--- src/design/udp_tx_cfg.svh ---
`ifndef UDP_TX_CFG_SVH
`define UDP_TX_CFG_SVH

// FIFO depths, as log2
`define DATA_FIFO_AW      10
`define CTRL_FIFO_AW      4

// Fill levels that raise almost-full
`define DATA_AFULL_LEVEL  1000
`define CTRL_AFULL_LEVEL  14

// Fixed protocol fields
`define TX_TTL            8'h40
`define IP_PROTO_UDP      8'h11
`define ETHERTYPE_IPV4    16'h0800
`define MCAST_MAC_PREFIX  24'h01005e

// Header sizes in bytes
`define IP_OVERHEAD_BYTES 16'd28   // IP plus UDP header
`define UDP_HDR_BYTES     16'd8

`endif

--- src/design/udp_tx_pkg.sv ---
`default_nettype none

package udp_tx_pkg;

  typedef logic [63:0] tx_word_t;     // Payload word and MAC beat
  typedef logic [7:0]  byte_mask_t;   // Byte-valid mask per beat
  typedef logic [47:0] mac_addr_t;
  typedef logic [31:0] ip_addr_t;
  typedef logic [15:0] udp_port_t;
  typedef logic [15:0] word_count_t;  // Word counts and byte lengths
  typedef logic [7:0]  arp_index_t;

  // Framer states in beat order
  typedef enum logic [3:0] {
    idle,
    hdr_1,
    hdr_1_mcast,
    hdr_2,
    hdr_3,
    hdr_4,
    hdr_5,
    hdr_6,
    send_data,
    send_last
  } tx_state_e;

endpackage

`default_nettype wire

--- src/design/udp_frame_tx.sv ---
`default_nettype none
`include "udp_tx_cfg.svh"

module udp_frame_tx (
  input  wire                          mac_clk,
  input  wire                          app_rst,
  input  wire                          ctrl_empty,
  input  wire udp_tx_pkg::ip_addr_t    ctrl_ip,
  input  wire udp_tx_pkg::udp_port_t   ctrl_port,
  input  wire udp_tx_pkg::word_count_t ctrl_words,
  input  wire udp_tx_pkg::tx_word_t    data_rd_data,
  input  wire udp_tx_pkg::mac_addr_t   next_hop_mac,
  input  wire udp_tx_pkg::word_count_t ip_length,
  input  wire udp_tx_pkg::word_count_t udp_length,
  input  wire [15:0]                   ip_checksum,
  input  wire                          local_enable,
  input  wire                          app_tx_overflow,
  input  wire udp_tx_pkg::mac_addr_t   local_mac,
  input  wire udp_tx_pkg::ip_addr_t    local_ip,
  input  wire udp_tx_pkg::udp_port_t   local_port,
  input  wire                          mac_tx_ack,
  output logic                         data_rd,
  output logic                         ctrl_rd,
  output logic                         mac_tx_start,
  output udp_tx_pkg::tx_word_t         mac_tx_data,
  output udp_tx_pkg::byte_mask_t       mac_tx_data_valid
);
  import udp_tx_pkg::*;

  tx_state_e   state;
  word_count_t words_left;   // Words still to fetch after the current one
  logic [15:0] leftover;     // Last two bytes of the previous word
  logic        start_ok;
  mac_addr_t   dest_mac;
  tx_word_t    beat;         // First wire byte in bits 63:56

  assign start_ok     = !ctrl_empty && local_enable && !app_tx_overflow;
  assign mac_tx_start = (state == idle) && start_ok;
  assign ctrl_rd      = state == send_last;

  // Fetch one cycle ahead of the beat that uses the word
  assign data_rd = (state == hdr_5) ||
                   ((state == hdr_6 || state == send_data) && words_left != '0);

  always_ff @(posedge mac_clk) begin
    if (app_rst) begin
      state <= idle;
    end else begin
      case (state)
        idle: begin
          if (start_ok) begin
            state <= (ctrl_ip[31:28] == 4'b1110) ? hdr_1_mcast : hdr_1;
          end
        end
        hdr_1, hdr_1_mcast: begin
          if (mac_tx_ack) begin
            state <= hdr_2;
          end
        end
        hdr_2: state <= hdr_3;
        hdr_3: state <= hdr_4;
        hdr_4: state <= hdr_5;
        hdr_5: state <= hdr_6;
        hdr_6, send_data: begin
          state <= (words_left == '0) ? send_last : send_data;
        end
        send_last: state <= idle;
        default:   state <= idle;
      endcase
    end
  end

  always_ff @(posedge mac_clk) begin
    leftover <= data_rd_data[15:0];
    if (state == idle) begin
      words_left <= ctrl_words - 16'd1;
    end else if (data_rd && state != hdr_5) begin
      words_left <= words_left - 16'd1;
    end
  end

  // Multicast maps the low 23 bits of the group address
  assign dest_mac = (state == hdr_1_mcast) ? {`MCAST_MAC_PREFIX, 1'b0, ctrl_ip[22:0]}
                                           : next_hop_mac;

  always_comb begin
    case (state)
      hdr_1, hdr_1_mcast: beat = {dest_mac, local_mac[47:32]};
      hdr_2:     beat = {local_mac[31:0], `ETHERTYPE_IPV4, 16'h4500};
      hdr_3:     beat = {ip_length, 16'h0000, 16'h4000, `TX_TTL, `IP_PROTO_UDP};
      hdr_4:     beat = {ip_checksum, local_ip, ctrl_ip[31:16]};
      hdr_5:     beat = {ctrl_ip[15:0], local_port, ctrl_port, udp_length};
      hdr_6:     beat = {16'h0000, data_rd_data[63:16]};   // No UDP checksum
      send_data: beat = {leftover, data_rd_data[63:16]};
      send_last: beat = {leftover, 48'h0};
      default:   beat = '0;
    endcase
  end

  // MAC takes bits 7:0 first
  assign mac_tx_data = {<<8{beat}};

  always_comb begin
    case (state)
      idle:      mac_tx_data_valid = 8'h00;
      send_last: mac_tx_data_valid = 8'h03;   // Two trailing bytes
      default:   mac_tx_data_valid = 8'hff;
    endcase
  end

endmodule

`default_nettype wire

--- config.mk ---
export PLATFORM = sky130hd
export DESIGN_NAME = udp_frame_tx
export DESIGN_NICKNAME = d
export VERILOG_FILES = /design/src/design/udp_tx_pkg.sv /design/src/design/udp_frame_tx.sv
export VERILOG_INCLUDE_DIRS = /design/src /design/src/design
export SDC_FILE = /design/constraint.sdc
export NUM_CORES = 1
export LEC_CHECK = 0
export ABC_AREA = 1
export BUFFER_PORTS_ARGS = -buffer_cell sky130_fd_sc_hd__buf_4
export CORE_AREA = 4 4 154 156
export CTS_BUF_LIST = sky130_fd_sc_hd__clkbuf_8
export CTS_CLUSTER_DIAMETER = 200
export DETAILED_ROUTE_END_ITERATION = 10
export DIE_AREA = 0 0 158 160
export PLACE_DENSITY = 0.56
export SYNTH_ARGS = -nofsm -noshare
export SYNTH_HDL_FRONTEND = slang
export SYNTH_SLANG_ARGS = --single-unit
--- constraint.sdc ---
create_clock -name mac_clk -period 2.1 [get_ports mac_clk]
set_clock_uncertainty 0.05 [all_clocks]
set_input_delay 0.315 -clock mac_clk [delete_from_list [all_inputs] [get_ports mac_clk]]
set_output_delay 0.315 -clock mac_clk [all_outputs]
set_load 0.03 [all_outputs]
==> flow_metrics.tcl <==
set metrics [dict create \
    synthTopCellsByArea "nand2_1 (25%), edfxtp_1 (12%), dfxtp_1 (9.7%)" \
    crit_type "reg -> out" \
    maxClockFrequency_mhz 445 \
    drc 0 \
    finalPower_mw 9.50 \
    crit_path_max_fanout 7 \
    p_int_mw 4.81 \
    powerDensity_mw_per_mm2 957 \
    synth-edff-count 16 \
    worst_slew_pin_slew_ns 0.393 \
    timing.final.ws_setup_ns -0.149 \
    initial_utilization_pct 18.5 \
    synth_top_area_share_pct 24.9 \
    wl_per_cell_um 22.8 \
    hold_path_class "in -> reg" \
    yosysTopAreaCell "nand2_1" \
    end_kind "output pin" \
    pwr-share-clk_pct 5.6 \
    syn_inst 706 \
    worstPathRequired_ns 1.74 \
    die_y_um 160 \
    row_count 55 \
    setup_viol 68 \
    nets 1517 \
    cts_buffer_depth 2 \
    drive_gt1_share_pct 57.7 \
    grt_pass1_wl_um 45800 \
    ys_warn_count 0 \
    gp_congestion 0.947 \
    leakagePower_nw 4.90 \
    synth.distinct_cells 34 \
    syn_to_final_growth_pct 139 \
    cts_tree "done" \
    peakVddDrop_mv 0.536 \
    grt_max_degree 18 \
    r2r-start "state[3]" \
    rsz0062_at_grt "yes" \
    finalSetupTns_ns -5.21 \
    grtUsageTotal_pct 24.6 \
    grt_antenna_before_repair 17 \
    yosysSeqAreaShare_pct 21.2 \
    ios 401 \
    min-delay-start "data_rd_data[5]" \
    switching_share_pct 49.3 \
    syn_area_per_cell_um2 5.87 \
    fin_crit_ns 2.25 \
    root_buffer "clkbuf_8" \
    outcome "complete, but fails checks" \
    routed_via_density 4.87 \
    violations "negative setup slack" \
    cp-start-kind "flip-flop" \
    h-tree-depth 2 \
    seq_power_share_pct 12.3 \
    clk_latency_ns 0.31 \
    utilization_pct 44.4 \
    path_clk_slew_ns 0.09 \
    hold_viol 0 \
    slew_headroom_pct 73.6 \
    first_global_vias 7058 \
    drv_slew 0 \
    min_period_over_period_pct 107 \
    cts_hold_buffers 0 \
    cts.sinks 36 \
    syn_nets 1033 \
    ys.flop_type "dfxtp_1" \
    ys_async_sr_fraction_pct 0 \
    arrival_ns 1.88 \
    vias 7197 \
    drtAntennaViolNets 0 \
    fin_hold_ws_ns 0.0598 \
    dp_hpwl_um 25500 \
    drt-initial-drc-count 548 \
    n_fill_cell 2274 \
    die_area_mm2 0.0253 \
    wirelength_um 33800 \
    gr-total-overflow 0 \
    cts_buffers 5 \
    core-area_mm2 0.0224 \
    syn_area_mm2 0.00415 \
    p_comb_share_pct 82.1 \
    port_buffers 400 \
    ys_seq_elements 36 \
    p_switching_mw 4.68 \
    cap_violations 0 \
    drt_first_pass_iters 5 \
    rr_worst_depth 12 \
    crit_path_start "state[3]" \
    whs_path_depth 1 \
    die_x_um 158 \
]
==> worst paths after layout <==
path	slack, ns	to
setup / recovery	-0.15	mac_tx_data[57]
hold reg to reg	0.52	state[0]
setup reg to reg	-0.02	words_left[4]
hold / removal	0.06	leftover[5]
==> critical path, cell delays in order (launching register included) <==
cell	delay (ns)
dfxtp_4	0.39
inv_4	0.06
nand2_2	0.05
nor2_4	0.19
buf_12	0.16
clkinvlp_4	0.23
o211ai_1	0.28
buf_4	0.20
==> sequential cells by signal (all words and copies together) (netlist names) <==
name	count
words_left	16
leftover	16
state	4
==> logic make-up after synthesis <==
kind of cell               Yosys count  share of synthesized area (%)
DFF                                 36                           21.2
xor gates and xnor gates             7                           1.48
adders and majority gates            1                          0.302
and+or+nand+nor                    432                           45.3
buffers and inverters              102                           11.7
AOI/OAI and AO/OA                  128                           20.0
==> cell type report <==
type / count / area [um^2] / area share (%)
clock inverters: 3 / 16.3 / 0.164
multi-input cells: 569 / 3480 / 35.1
repair buffers: 522 / 4850 / 48.8
diodes: 3 / 7.51 / 0.0756
flip-flops and latches: 36 / 893 / 9.00
clock buffers: 5 / 68.8 / 0.693
inverters: 56 / 256 / 2.58
well taps: 285 / 357 / 3.59
==> per-stage QoR <==
stage / cell area [um^2] / cells / setup WS, ns
6_report: 9930 / 1479 / -0.149
3_3_place_gp: 7910 / 1405 / -0.0457
2_1_floorplan: 4150 / 706 / 0.0620
5_1_grt: 9920 / 1476 / -0.254
4_1_cts: 9390 / 1461 / -0.138
3_5_place_dp: 7910 / 1405 / -0.0760
==> routing by layer <==
metal | routed length, um | track usage, % | vias to the layer above
li1 | - | - | 3361
met1 | 13500 | 32.2 | 3342
met2 | 15200 | 39.0 | 404
met3 | 4190 | 9.40 | 64
met4 | 641 | 4.46 | 26
met5 | 189 | 0 | -
==> power groups by stage <==
| stage | clock network (mW) | registers [mW] | logic [mW] |
|---|---|---|---|
| after global placement | 0 | 1.16 | 6.13 |
| after detailed placement | 0 | 1.16 | 6.16 |
| after CTS | 0.542 | 1.16 | 7.12 |
| after floorplan | 0 | 1.15 | 3.51 |
| final | 0.528 | 1.17 | 7.80 |
| after global routing | 0.565 | 1.19 | 8.33 |
==> cell usage after synthesis (9+ instances only) <==
cell type,instances
a21oi_1,34
nand4_1,23
buf_2,22
nand2_1,275
edfxtp_1,16
a22o_1,10
o211ai_1,9
inv_1,52
nor2_1,49
dfxtp_1,20
buf_4,10
nand3b_1,16
o21ai_0,28
a22oi_1,28
nand3_1,51
==> cell usage in the layout (no fill, tap or decap), drive strengths merged, types with 3 or more instances in the layout <==
| cell | instances |
|---|---|
| buf | 516 |
| nand2 | 281 |
| bufbuf | 3 |
| o21ai | 31 |
| nand3b | 16 |
| a21oi | 34 |
| dfxtp | 20 |
| edfxtp | 16 |
| a221oi | 7 |
| nor2 | 57 |
| xor2 | 6 |
| nand4 | 23 |
| diode | 3 |
| o211ai | 9 |
| inv | 56 |
| a22oi | 28 |
| nor3 | 3 |
| a22o | 10 |
| o2111ai | 7 |
| nand3 | 53 |
| clkbuf | 8 |
==> timing repair <==
| item | in CTS | in global routing |
|---|---|---|
| pin swaps | 37 | 47 |
| setup endpoints to repair | 71 | 82 |
| cloned | 14 | 4 |
| buffers inserted | 35 | 15 |
| gates resized for setup | 185 | 122 |
No activity file was read; power rests on OpenSTA's default activity.
