==> src/design/udp_tx_cfg.svh <==
`ifndef UDP_TX_CFG_SVH
`define UDP_TX_CFG_SVH

// FIFO depths, as log2
`define DATA_FIFO_AW      10
`define CTRL_FIFO_AW      4

// Fill levels that raise almost-full
`define DATA_AFULL_LEVEL  1000
`define CTRL_AFULL_LEVEL  14

// Fixed protocol fields
`define TX_TTL            8'h40
`define IP_PROTO_UDP      8'h11
`define ETHERTYPE_IPV4    16'h0800
`define MCAST_MAC_PREFIX  24'h01005e

// Header sizes in bytes
`define IP_OVERHEAD_BYTES 16'd28   // IP plus UDP header
`define UDP_HDR_BYTES     16'd8

`endif

==> src/design/udp_tx_pkg.sv <==
`default_nettype none

package udp_tx_pkg;

  typedef logic [63:0] tx_word_t;     // Payload word and MAC beat
  typedef logic [7:0]  byte_mask_t;   // Byte-valid mask per beat
  typedef logic [47:0] mac_addr_t;
  typedef logic [31:0] ip_addr_t;
  typedef logic [15:0] udp_port_t;
  typedef logic [15:0] word_count_t;  // Word counts and byte lengths
  typedef logic [7:0]  arp_index_t;

  // Framer states in beat order
  typedef enum logic [3:0] {
    idle,
    hdr_1,
    hdr_1_mcast,
    hdr_2,
    hdr_3,
    hdr_4,
    hdr_5,
    hdr_6,
    send_data,
    send_last
  } tx_state_e;

endpackage

`default_nettype wire

==> src/design/ip_header_calc.sv <==
`default_nettype none
`include "udp_tx_cfg.svh"

module ip_header_calc (
  input  wire                         mac_clk,
  input  wire                         app_rst,
  input  wire udp_tx_pkg::ip_addr_t   ctrl_ip,
  input  wire udp_tx_pkg::word_count_t ctrl_words,
  input  wire udp_tx_pkg::ip_addr_t   local_ip,
  output udp_tx_pkg::word_count_t     ip_length,
  output udp_tx_pkg::word_count_t     udp_length,
  output logic [15:0]                 ip_checksum
);

  logic [19:0] sum_0;   // Nine 16-bit terms
  logic [16:0] sum_1;

  always_ff @(posedge mac_clk) begin
    if (app_rst) begin
      ip_length   <= '0;
      udp_length  <= '0;
      sum_0       <= '0;
      sum_1       <= '0;
      ip_checksum <= '0;
    end else begin
      ip_length  <= {ctrl_words[12:0], 3'b000} + `IP_OVERHEAD_BYTES;
      udp_length <= {ctrl_words[12:0], 3'b000} + `UDP_HDR_BYTES;

      sum_0 <= 20'(16'h4500) +               // Version, IHL, DSCP
               20'(ip_length) +
               20'(16'h0000) +               // ID
               20'(16'h4000) +               // Don't fragment
               20'({`TX_TTL, `IP_PROTO_UDP}) +
               20'(local_ip[31:16]) +
               20'(local_ip[15:0]) +
               20'(ctrl_ip[31:16]) +
               20'(ctrl_ip[15:0]);
      // Fold carries back in
      sum_1       <= 17'(sum_0[15:0]) + 17'(sum_0[19:16]);
      ip_checksum <= ~(sum_1[15:0] + 16'(sum_1[16]));
    end
  end

endmodule

`default_nettype wire

==> config.mk <==
export PLATFORM = sky130hd
export DESIGN_NAME = ip_header_calc
export DESIGN_NICKNAME = d
export VERILOG_FILES = /design/src/design/udp_tx_pkg.sv /design/src/design/ip_header_calc.sv
export VERILOG_INCLUDE_DIRS = /design/src /design/src/design
export SDC_FILE = /design/constraint.sdc
export NUM_CORES = 1
export LEC_CHECK = 0
export CAP_MARGIN = 0
export CELL_PAD_IN_SITES_DETAIL_PLACEMENT = 1
export CELL_PAD_IN_SITES_GLOBAL_PLACEMENT = 2
export CORE_AREA = 4 4 125 127
export DETAILED_ROUTE_END_ITERATION = 6
export DIE_AREA = 0 0 129 131
export DONT_BUFFER_PORTS = 1
export HOLD_SLACK_MARGIN = 0.1
export PLACE_DENSITY = 0.91
export RECOVER_POWER = 25
export SYNTH_ARGS = -nofsm -noshare
export SYNTH_HDL_FRONTEND = slang
export SYNTH_SLANG_ARGS = --single-unit
==> constraint.sdc <==
create_clock -name mac_clk -period 3.8 [get_ports mac_clk]
set_input_delay 0 -clock mac_clk [delete_from_list [all_inputs] [get_ports mac_clk]]
set_output_delay 0 -clock mac_clk [all_outputs]
set_load 0.02 [all_outputs]
==> impl_summary.log, run 1 <==
INFO  metric run_status = finished clean
INFO  metric netlist-cell-type-count = 56
INFO  metric setup.worst_path.start_class = input pin
INFO  metric grt_usage = 15.65%
INFO  metric dpl-instance-area = 5604 sq um
INFO  metric hold_path_startpoint = local_ip[0]
INFO  metric clk_transition_reported_paths = 0.06 ns
INFO  metric timing.critical_path.cells = dlygate4sd3_1 -> ha_1 -> dlygate4sd3_1 -> ha_1 -> fa_1 -> ha_1 -> fa_2 -> a21oi_2 -> o221a_2 -> o21ai_1 -> a221oi_2 -> mux2_1
INFO  metric synthTopCellsByArea = dfxtp_1 29%, fa_1 17%, inv_1 10%, ha_1 9.3%, xnor2_1 4.4%
INFO  metric ys.warnings.count = 0
INFO  metric first_global_vias = 4537
INFO  metric gp_congestion = 0.7658
INFO  metric postCtsSetupBuffers = 0
INFO  metric preCtsSetupSlack = 0.08336 ns
INFO  metric postSynthAreaPerCell = 8.773 sq um
INFO  metric worstPathMaxFanout = 3
INFO  metric placedCellCount = 795
INFO  metric antenna_left = 0
INFO  metric required = 4.02 ns
INFO  metric hold_viol = 0
INFO  metric htree_num_levels = 3
INFO  metric area_growth = 15.35%
INFO  metric finalWorstPathRequiredPeriod = 3.642 ns
INFO  metric regToRegEndpoint = sum_0[15]
INFO  metric numPortBuffers = 0
INFO  metric regToRegStartpoint = ip_length[4]
INFO  metric worstHoldPathCells = 3
INFO  metric period_share = 95.86%
INFO  metric detailedRoute.firstPassIterationCount = 4
INFO  metric die-height = 131 um
INFO  metric num_antenna_cells = 0
INFO  metric synth.most_common_cell = inv_1
INFO  metric design.die.area = 16900 sq um
INFO  metric synth.ff_latch_count = 78
INFO  metric synth_area = 5386 sq um
INFO  metric cellPowerDensity = 612.0 nW/um^2
INFO  metric cp_common_cell = ha_1
INFO  metric postLayoutCellArea = 6213 sq um
INFO  metric max-vdd-ir-drop = 0.2984 mV
INFO  metric grt_antenna_before_repair = 0
INFO  metric hpwlAfterDp = 9502 um
INFO  metric post_route_cells_drive_above_1_share = 6.432%
INFO  metric post_drt_wl_per_cell = 14.93 um
INFO  metric die_width = 129 um
INFO  metric grt_pass1_wl = 21060 um
INFO  metric max-slew-margin-rel = 56.03%
INFO  metric total_leakage_power = 2.924 nW
INFO  metric hold_path.class = input pin to flop
INFO  metric core_area = 14420 sq um
INFO  metric postSynthCellCount = 614
INFO  metric fin_skew = 0.006709 ns
INFO  metric seq_area_frac_synth = 28.99%
INFO  metric number_of_enable_flip_flop_cells_after_synthesis = 0
INFO  metric fin_util = 43.08%
INFO  metric n_fill_cell = 1692
INFO  metric synth.top_cell.area_share = 28.99%
INFO  metric end_kind = flop
INFO  metric global_route.overflow_total = 0
INFO  metric yosys-top-cells-count = 144 x inv_1, 78 x dfxtp_1, 62 x nor2_1, 47 x fa_1, 40 x ha_1
INFO  metric vias = 4044
INFO  metric max_slew.worst_pin.slew = 0.6596 ns
INFO  metric worst_skew_pair.late_latency = 0.34 ns
INFO  metric rrSetupSlack = 0.19 ns
INFO  metric fin_hold_ws = 0.1273 ns
INFO  metric worstHoldEndpoint = sum_0[1]
INFO  metric grt_start_max_net_pins = 80
INFO  metric synth_top_area_cell = dfxtp_1
INFO  metric final.setup.worst_slack = 0.1575 ns
INFO  metric maxCapViolCount = 0
INFO  metric register_area = 1562 sq um
INFO  metric clock_tree.root_cell = clkbuf_16
INFO  metric detail_route.drc_violations = 0
INFO  metric setup-violations-final = 0
INFO  metric tns = 0 ns
INFO  metric finalPower = 3.803 mW
INFO  metric clock_sinks = 78
INFO  metric critical_path.slowest_cell = dlygate4sd3_1
INFO  metric dominantRegCellSynth = dfxtp_1
INFO  metric ctsLongestPathBuffers = 2
INFO  metric reg2regPathDepth = 11
INFO  metric core_rows = 44
INFO  metric layout.nets = 817
INFO  metric timing.fmax = 0.2745 GHz
INFO  metric num_io_pins = 130
INFO  metric initialDrtViolationCount = 96
INFO  metric finalNonFillerCells = 837
INFO  metric wirelength = 12490 um
INFO  metric viasPerCell = 4.832
INFO  metric tritoncts = done
INFO  metric total_clock_buffers_created_by_cts = 9
INFO  metric multiInputGateArea = 3214 sq um
INFO  metric crit_type = input pin to flop
INFO  metric synth_async_sr_flop_share = 0%
INFO  metric critPathMaxStageDelay = 0.57 ns
INFO  metric slew_violations = 0
INFO  metric grt_setup_unrepaired = no
INFO  metric floorplan.initialDensity = 37.34%
INFO  metric worstPathArrival = 3.87 ns
## worst max-delay path, delay by kind of cell
family	cells	cell delay, ns
AO/OA/AOI/OAI	4	0.86
adder cells (fa/ha/maj)	5	1.54
buffers and inverters	2	1.11
multiplexers	1	0.36
## logic make-up (layout without fill, tap and decap cells)
family / Yosys count / count (layout) / synth area share, %
muxes: 3 / 3 / 0.6968
and+or+nand+nor: 166 / 166 / 15.26
xor gates and xnor gates: 47 / 47 / 7.642
AOI/OAI and AO/OA: 69 / 69 / 8.363
adders and majority gates: 87 / 87 / 26.76
other: 1 / 5 / 0.06962
DFF: 78 / 78 / 28.99
buffers and inverters: 163 / 198 / 12.22
## sequential cells by signal (all words and copies together), names as in the netlist
signal / cells
udp_length: 12
ip_checksum: 16
sum_0: 19
sum_1: 17
ip_length: 14
## layout make-up
type | count | area share [%]
sequential | 78 | 25.13
clock buffer | 10 | 3.685
inverter | 144 | 8.699
clock inverter | 6 | 1.128
timing repair buffer | 38 | 5.920
multi-input combinational | 377 | 51.73
tap | 184 | 3.705
## metal layers
layer,wire [um],vias to the layer above,GRT usage [%],share of wire (%)
met2,6794,95,29.36,54
li1,-,1983,-,-
met5,0,-,0,0
met1,4535,1942,15.67,36
met3,828,24,5.772,6.6
met4,335,0,6.115,2.7
## how the worst max path moves through the flow
stage / start / endpoint / slack [ns] / cells past startpoint
5_1_grt: ip_length[10] / sum_0[15] / 0.02 / 13
2_1_floorplan: ip_length[4] / sum_0[15] / 0.17 / 11
3_5_place_dp: ip_length[4] / sum_0[15] / 0.08 / 11
4_1_cts: ip_length[4] / sum_0[15] / 0.07 / 11
3_3_place_gp: ip_length[4] / sum_0[16] / 0.17 / 11
6_report: local_ip[16] / sum_0[16] / 0.16 / 12
## report_power, final
part | internal, mW | switching (mW) | leakage [nW]
Combinational | 0.766 | 1.01 | 2.14
Clock | 0.513 | 0.348 | 0.136
Sequential | 0.996 | 0.172 | 0.650
## cells in the final DEF, fill, tap and decap left out, types with 17 or more instances in the layout
cell type      synthesis  final
nor3_1                17     17
o21ai_0               19     19
xor2_1                20     20
inv_1                144    144
xnor2_1               27     27
nand2_1               17     17
dfxtp_1               78     78
nand3_1               19     19
a21oi_1               22     21
ha_1                  40     39
nor2_1                62     62
dlygate4sd3_1          0     25
fa_1                  47     46
## repair_timing
item | CTS | global route
hold buffers | 26 | 0
hold endpoints to repair | 78 | 0
setup endpoints to repair | 0 | 3
gates resized for setup | 0 | 6
Power figures use the tool's default switching activity.
==> run 2: changes to the inputs <==
--- a/config.mk
+++ b/config.mk
@@ -14,7 +14,7 @@
 export DIE_AREA = 0 0 129 131
 export DONT_BUFFER_PORTS = 1
 export HOLD_SLACK_MARGIN = 0.1
-export PLACE_DENSITY = 0.91
+export PLACE_DENSITY_LB_ADDON = 0.1
 export RECOVER_POWER = 25
 export SYNTH_ARGS = -nofsm -noshare
 export SYNTH_HDL_FRONTEND = slang
==> impl_summary.log, run 2 (synthesis gave the netlist of run 1 again) <==
INFO  metric run_status = finished clean
INFO  metric hpwlAfterDp = 9449 um (-0.56%)
INFO  metric max-slew-margin-rel = 54.87% (-1.2 points)
INFO  metric clock_sinks = 78 (unchanged)
INFO  metric p_clk_share = 22.7% (about the same)
INFO  metric power.share.sequential = 31.2% (+0.5 points)
INFO  metric fin_skew = 0.008721 ns (+0.002012 ns)
INFO  metric post_route_cells_drive_above_1_share = 6.535% (+0.10 points)
INFO  metric worstPathArrival = 3.88 ns (about the same)
INFO  metric clock_tree.root_cell = clkbuf_16
INFO  metric preCtsSetupSlack = 0.08348 ns (+0.0001252 ns)
INFO  metric slew_violations = 0 (unchanged)
INFO  metric cp_common_cell = ha_1
INFO  metric layout_common_cells = 144 x inv_1, 78 x dfxtp_1, 62 x nor2_1
INFO  metric timing.fmax = 0.2738 GHz (-0.25%)
INFO  metric vias = 3998 (-1.1%)
INFO  metric power.switching = 1.500 mW (-1.8%)
INFO  metric die-height = 131 um (unchanged)
INFO  metric largest_register_ffs = 19 (unchanged)
INFO  metric cellPowerDensity = 601.3 nW/um^2 (-1.8%)
INFO  metric num_io_pins = 130 (unchanged)
INFO  metric final_common_cell = inv_1
INFO  metric initialDrtViolationCount = 84 (-13%)
INFO  metric gp_congestion = 0.7881 (+2.9%)
INFO  metric clk_transition_reported_paths = 0.07 ns (about the same)
INFO  metric end_kind = flop
INFO  metric grt_antenna_before_repair = 0 (unchanged)
INFO  metric wirelength = 11890 um (-4.8%)
INFO  metric pwr-share-comb = 46.1% (-0.5 points)
INFO  metric total_leakage_power = 2.947 nW (+0.79%)
INFO  metric max-vdd-ir-drop = 0.2766 mV (-7.3%)
INFO  metric cell_internal_pwr = 2.245 mW (-1.3%)
INFO  metric hold_viol = 0 (unchanged)
INFO  metric required = 4.02 ns (about the same)
INFO  metric die_width = 129 um (unchanged)
INFO  metric grt_usage = 15.09% (-0.56 points)
INFO  metric tns = 0 ns (unchanged)
INFO  metric core_area = 14420 sq um (unchanged)
INFO  metric detail_route.drc_violations = 0 (unchanged)
INFO  metric finalWorstPathRequiredPeriod = 3.652 ns (+0.009307 ns)
INFO  metric layout.nets = 822 (+0.61%)
INFO  metric largest_registers = sum_0: 19 flops, sum_1: 17 flops, ip_checksum: 16 flops
INFO  metric floorplan.initialDensity = 37.34% (unchanged)
INFO  metric first_global_vias = 4406 (-2.9%)
INFO  metric post_drt_wl_per_cell = 14.13 um (-5.4%)
INFO  metric viasPerCell = 4.748 (-1.7%)
INFO  metric num_antenna_cells = 0 (unchanged)
INFO  metric fin_util = 43.17% (+0.095 points)
INFO  metric design.die.area = 16900 sq um (unchanged)
INFO  metric global_route.overflow_total = 0 (unchanged)
INFO  metric setup.worst_path.start_class = input pin
INFO  metric hold_path.class = input pin to flop
INFO  metric worst_skew_pair.late_latency = 0.34 ns (about the same)
INFO  metric numPortBuffers = 0 (unchanged)
INFO  metric core_rows = 44 (unchanged)
INFO  metric area_growth = 15.61%
INFO  metric max_slew.worst_pin.slew = 0.6769 ns (+0.01737 ns)
INFO  metric critPathMaxStageDelay = 0.57 ns (about the same)
INFO  metric ctsLongestPathBuffers = 2 (unchanged)
INFO  metric detailedRoute.firstPassIterationCount = 4 (unchanged)
INFO  metric maxCapViolCount = 0 (unchanged)
INFO  metric total_clock_buffers_created_by_cts = 9 (unchanged)
INFO  metric worstPathMaxFanout = 3 (unchanged)
INFO  metric antenna_left = 0 (unchanged)
INFO  metric max_flop_register = sum_0
INFO  metric final.setup.worst_slack = 0.1482 ns (-0.009307 ns)
INFO  metric period_share = 96.10% (+0.24 points)
INFO  metric fin_hold_ws = 0.1260 ns (-0.001265 ns)
INFO  metric timing.critical_path.cells = dlygate4sd3_1 -> ha_1 -> dlygate4sd3_1 -> ha_1 -> fa_1 -> ha_1 -> fa_2 -> a21oi_2 -> o221a_2 -> o21ai_1 -> a221oi_2 -> mux2_1
INFO  metric grt_start_max_net_pins = 81 (+1.3%)
INFO  metric setup-violations-final = 0 (unchanged)
INFO  metric tritoncts = done
INFO  metric htree_num_levels = 3 (unchanged)
INFO  metric grt_pass1_wl = 20080 um (-4.6%)
INFO  metric net_switching_fraction_of_the_power = 40.05% (-0.12 points)
INFO  metric crit_type = input pin to flop
INFO  metric critical_path.slowest_cell = dlygate4sd3_1
INFO  metric n_fill_cell = 1680 (-0.71%)
## run 2: cell count changes in the layout (fill, tap and decap cells not counted)
| cell | before | now |
|---|---|---|
| buf_4 | 12 | 14 |
| clkbuf_8 | 0 | 2 |
| clkinv_4 | 0 | 2 |
| dlygate4sd3_1 | 25 | 27 |
| bufinv_16 | 1 | 0 |
| clkinvlp_4 | 3 | 2 |
| ha_1 | 39 | 40 |
| ha_4 | 1 | 0 |
| inv_6 | 2 | 1 |
| o32ai_1 | 0 | 1 |
| o32ai_2 | 1 | 0 |
## run 2: critical path: cells and delay by family
family	cells	cell delay (ns)
compound gates	4	0.88
fa+ha+maj	5	1.53
buf+inv	2	1.11
mux	1	0.35
## run 2: layer usage
layer / global-route usage, % / vias up / routed length (um)
li1: - / 1991 / -
met4: 7.906 / 0 / 354
met3: 4.634 / 21 / 682
met2: 27.16 / 85 / 6137
met1: 15.82 / 1901 / 4720
met5: 0 / - / 0
## run 2: cell type report
| type | count | area (sq um) | share of cell area [%] |
|---|---|---|---|
| multi-input combinational | 377 | 3194 | 51.30 |
| sequential | 78 | 1562 | 25.08 |
| inverter | 144 | 540.5 | 8.680 |
| timing repair buffer | 43 | 406.6 | 6.530 |
| clock buffer | 11 | 252.7 | 4.059 |
| tap | 184 | 230.2 | 3.697 |
| clock inverter | 5 | 41.29 | 0.6631 |
## run 2: repair_timing
| action | in CTS | in global routing |
|---|---|---|
| resized for setup | 0 | 3 |
| buffers inserted | 0 | 1 |
| setup endpoints to repair | 0 | 1 |
| hold buffers | 28 | 0 |
| endpoints found under the hold margin | 78 | 0 |
## run 2: worst paths after layout
| kind | startpoint | end | slack (ns) | cells after the start |
|---|---|---|---|---|
| min reg2reg | sum_0[5] | sum_1[5] | 0.50 | 2 |
| max | local_ip[0] | sum_0[16] | 0.15 | 12 |
| min | ctrl_words[0] | ip_length[10] | 0.13 | 4 |
| max reg2reg | ip_length[4] | sum_0[15] | 0.16 | 11 |
## run 2: stage by stage
stage	std cells	power, mW	instance area [sq um]
finish	842	3.744	6227
floorplan	618	2.509	5401
CTS	841	3.801	6211
global placement	797	2.838	5619
detailed placement	797	2.871	5619
global route	842	4.113	6227
## run 2: power groups by stage
stage | sequential [mW] | clock, mW | combinational [mW]
final | 1.17 | 0.850 | 1.73
after global routing | 1.20 | 0.918 | 2.00
after CTS | 1.17 | 0.885 | 1.74
after detailed placement | 1.19 | 0 | 1.68
after global placement | 1.18 | 0 | 1.65
after floorplan | 1.16 | 0 | 1.35
==> run 3: changes to the inputs <==
--- a/config.mk
+++ b/config.mk
@@ -7,7 +7,7 @@
 export NUM_CORES = 1
 export LEC_CHECK = 0
 export CAP_MARGIN = 0
-export CELL_PAD_IN_SITES_DETAIL_PLACEMENT = 1
+export CELL_PAD_IN_SITES_DETAIL_PLACEMENT = 2
 export CELL_PAD_IN_SITES_GLOBAL_PLACEMENT = 2
 export CORE_AREA = 4 4 125 127
 export DETAILED_ROUTE_END_ITERATION = 6
==> impl_summary.log, run 3 (synthesis gave the netlist of run 1 again) <==
INFO  metric timing.fmax = 0.2736 GHz (about the same)
INFO  metric grt_usage = 17.07% (+2.0 points)
INFO  metric post_drt_wl_per_cell = 16.06 um (+14%)
INFO  metric hold_viol = 0 (unchanged)
INFO  metric max-slew-margin-rel = 54.45% (-0.43 points)
INFO  metric grt_util_met3 = 4.959% (+0.33 points)
INFO  metric max_flop_register = sum_0
INFO  metric period_share = 96.18% (about the same)
INFO  metric clk_transition_reported_paths = 0.07 ns (about the same)
INFO  metric required = 4.04 ns (+0.02 ns)
INFO  metric grt_use_met2 = 33.14% (+6.0 points)
INFO  metric maxCapViolCount = 0 (unchanged)
INFO  metric post_route_cells_drive_above_1_share = 6.697% (+0.16 points)
INFO  metric htree_num_levels = 3 (unchanged)
INFO  metric largest_registers = sum_0: 19 flops, sum_1: 17 flops, ip_checksum: 16 flops
INFO  metric timing.critical_path.cells = fa_1 -> fa_1 -> inv_1 -> fa_1 -> inv_1 -> ha_1 -> a21oi_2 -> a2111oi_4 -> nor2_2 -> o31a_1 -> mux2_4
INFO  metric grt_pass1_wl = 22530 um (+12%)
INFO  metric critical_path.slowest_cell = fa_1
INFO  metric worstPathBufferInverterCount = 2 (unchanged)
INFO  metric die_width = 129 um (unchanged)
INFO  metric grt_setup_unrepaired = no
INFO  metric layout_common_cells = 144 x inv_1, 78 x dfxtp_1, 62 x nor2_1
INFO  metric crit_type = flop to flop
INFO  metric hold_path.class = input pin to flop
INFO  metric clock_sinks = 78 (unchanged)
INFO  metric preCtsSetupSlack = 0.09369 ns (+0.01021 ns)
INFO  metric gp_congestion = 0.7881 (unchanged)
INFO  metric max_slew.worst_pin.slew = 0.6833 ns (+0.006389 ns)
INFO  metric antenna_left = 0 (unchanged)
INFO  metric largest_register_ffs = 19 (unchanged)
INFO  metric wirelength = 13510 um (+14%)
INFO  metric layout.nets = 821 (-0.12%)
INFO  metric num_io_pins = 130 (unchanged)
INFO  metric first_global_vias = 4691 (+6.5%)
INFO  metric cellPowerDensity = 618.0 nW/um^2 (+2.8%)
INFO  metric worstPathArrival = 3.89 ns (about the same)
INFO  metric area_growth = 15.89%
INFO  metric slew_violations = 0 (unchanged)
INFO  metric worst_skew_pair.late_latency = 0.34 ns (about the same)
INFO  metric grt_start_max_net_pins = 81 (unchanged)
INFO  metric total_leakage_power = 2.957 nW (+0.34%)
INFO  metric global_route.overflow_total = 0 (unchanged)
INFO  metric vias = 4109 (+2.8%)
INFO  metric clock_tree.root_cell = clkbuf_16
INFO  metric critical_path_cell_count = 11 (-1)
INFO  metric grt_antenna_before_repair = 0 (unchanged)
INFO  metric core_area = 14420 sq um (unchanged)
INFO  metric setup.worst_path.start_class = flop
INFO  metric total_clock_buffers_created_by_cts = 9 (unchanged)
INFO  metric finalWorstPathRequiredPeriod = 3.655 ns (+0.003180 ns)
INFO  metric final.setup.worst_slack = 0.1450 ns (-0.003180 ns)
INFO  metric run_status = finished clean
INFO  metric worstPathMaxFanout = 5 (+2)
INFO  metric core_rows = 44 (unchanged)
INFO  metric floorplan.initialDensity = 37.34% (unchanged)
INFO  metric initialDrtViolationCount = 80 (-4.8%)
INFO  metric die-height = 131 um (unchanged)
INFO  metric design.die.area = 16900 sq um (unchanged)
INFO  metric detailedRoute.firstPassIterationCount = 4 (unchanged)
INFO  metric detail_route.drc_violations = 0 (unchanged)
INFO  metric timing.critical_path.max_delay_family = adder cells
INFO  metric setup-violations-final = 0 (unchanged)
INFO  metric reg2regPathDepth = 11 (unchanged)
INFO  metric hpwlAfterDp = 10460 um (+11%)
INFO  metric worstHoldPathCells = 4 (unchanged)
INFO  metric cp_common_cell = fa_1
INFO  metric max-vdd-ir-drop = 0.3146 mV (+14%)
INFO  metric ctsLongestPathBuffers = 2 (unchanged)
INFO  metric tritoncts = done
INFO  metric num_antenna_cells = 0 (unchanged)
INFO  metric numPortBuffers = 0 (unchanged)
INFO  metric grt_most_used_layer = met2
INFO  metric critPathMaxStageDelay = 0.52 ns (-0.05 ns)
INFO  metric postCtsSetupBuffers = 0 (unchanged)
INFO  metric fin_skew = 0.007262 ns (-0.001460 ns)
INFO  metric final_common_cell = inv_1
INFO  metric grt_util_met1 = 17.07% (+1.2 points)
INFO  metric tns = 0 ns (unchanged)
INFO  metric end_kind = flop
INFO  metric viasPerCell = 4.886 (+2.9%)
-- run 3: timing repair --
action	4_1_cts	5_1_grt
hold buffers	28	0
hold endpoints to repair	78	0
gates resized for setup	0	4
endpoints found under the setup margin	0	2
-- run 3: layer usage --
| metal | vias to the layer above | wire length [um] |
|---|---|---|
| li1 | 1997 | - |
| met5 | - | 0 |
| met4 | 0 | 242 |
| met1 | 2019 | 5013 |
| met3 | 14 | 720 |
| met2 | 79 | 7528 |
-- run 3: where the power goes --
| group | leakage (nW) | switching, mW | total, mW | internal [mW] |
|---|---|---|---|---|
| sequential | 0.650 | 0.175 | 1.17 | 0.996 |
| combinational | 2.16 | 1.02 | 1.79 | 0.772 |
| clock | 0.149 | 0.378 | 0.898 | 0.519 |
| total | 2.96 | 1.57 | 3.86 | 2.29 |
-- run 3: worst min-delay path, stage by stage --
cell,delay [ns]
inv_1,0.05
a21o_1,0.22
xnor2_1,0.09
nor2_1,0.08
-- run 3: area by class of cell --
cell class	instances	area (sq um)
clock buffers	9	225.2
clock inverters	7	80.08
fillers	1568	8182
inverters	144	540.5
multi-input cells	377	3202
flip-flops and latches	78	1562
well taps	184	230.2
repair buffers	42	402.9
-- run 3: worst paths after layout --
check	from	to	slack (ns)
setup reg to reg	ip_length[4]	sum_0[15]	0.15
setup / recovery	ip_length[4]	sum_0[15]	0.15
hold reg to reg	sum_0[5]	sum_1[5]	0.50
hold / removal	ctrl_words[0]	ip_length[10]	0.13
-- run 3: stage by stage --
step	instances	power [mW]	util [%]	instance area, sq um	hold WS, ns
after floorplan	618	2.509	-	5401	0.07238
after global placement	797	2.838	38.96	5619	0.08512
after detailed placement	797	2.912	38.96	5619	0.08528
after CTS	841	3.897	43.14	6222	0.1097
after global routing	841	4.222	43.28	6242	0.1850
final	841	3.858	43.28	6242	0.1344
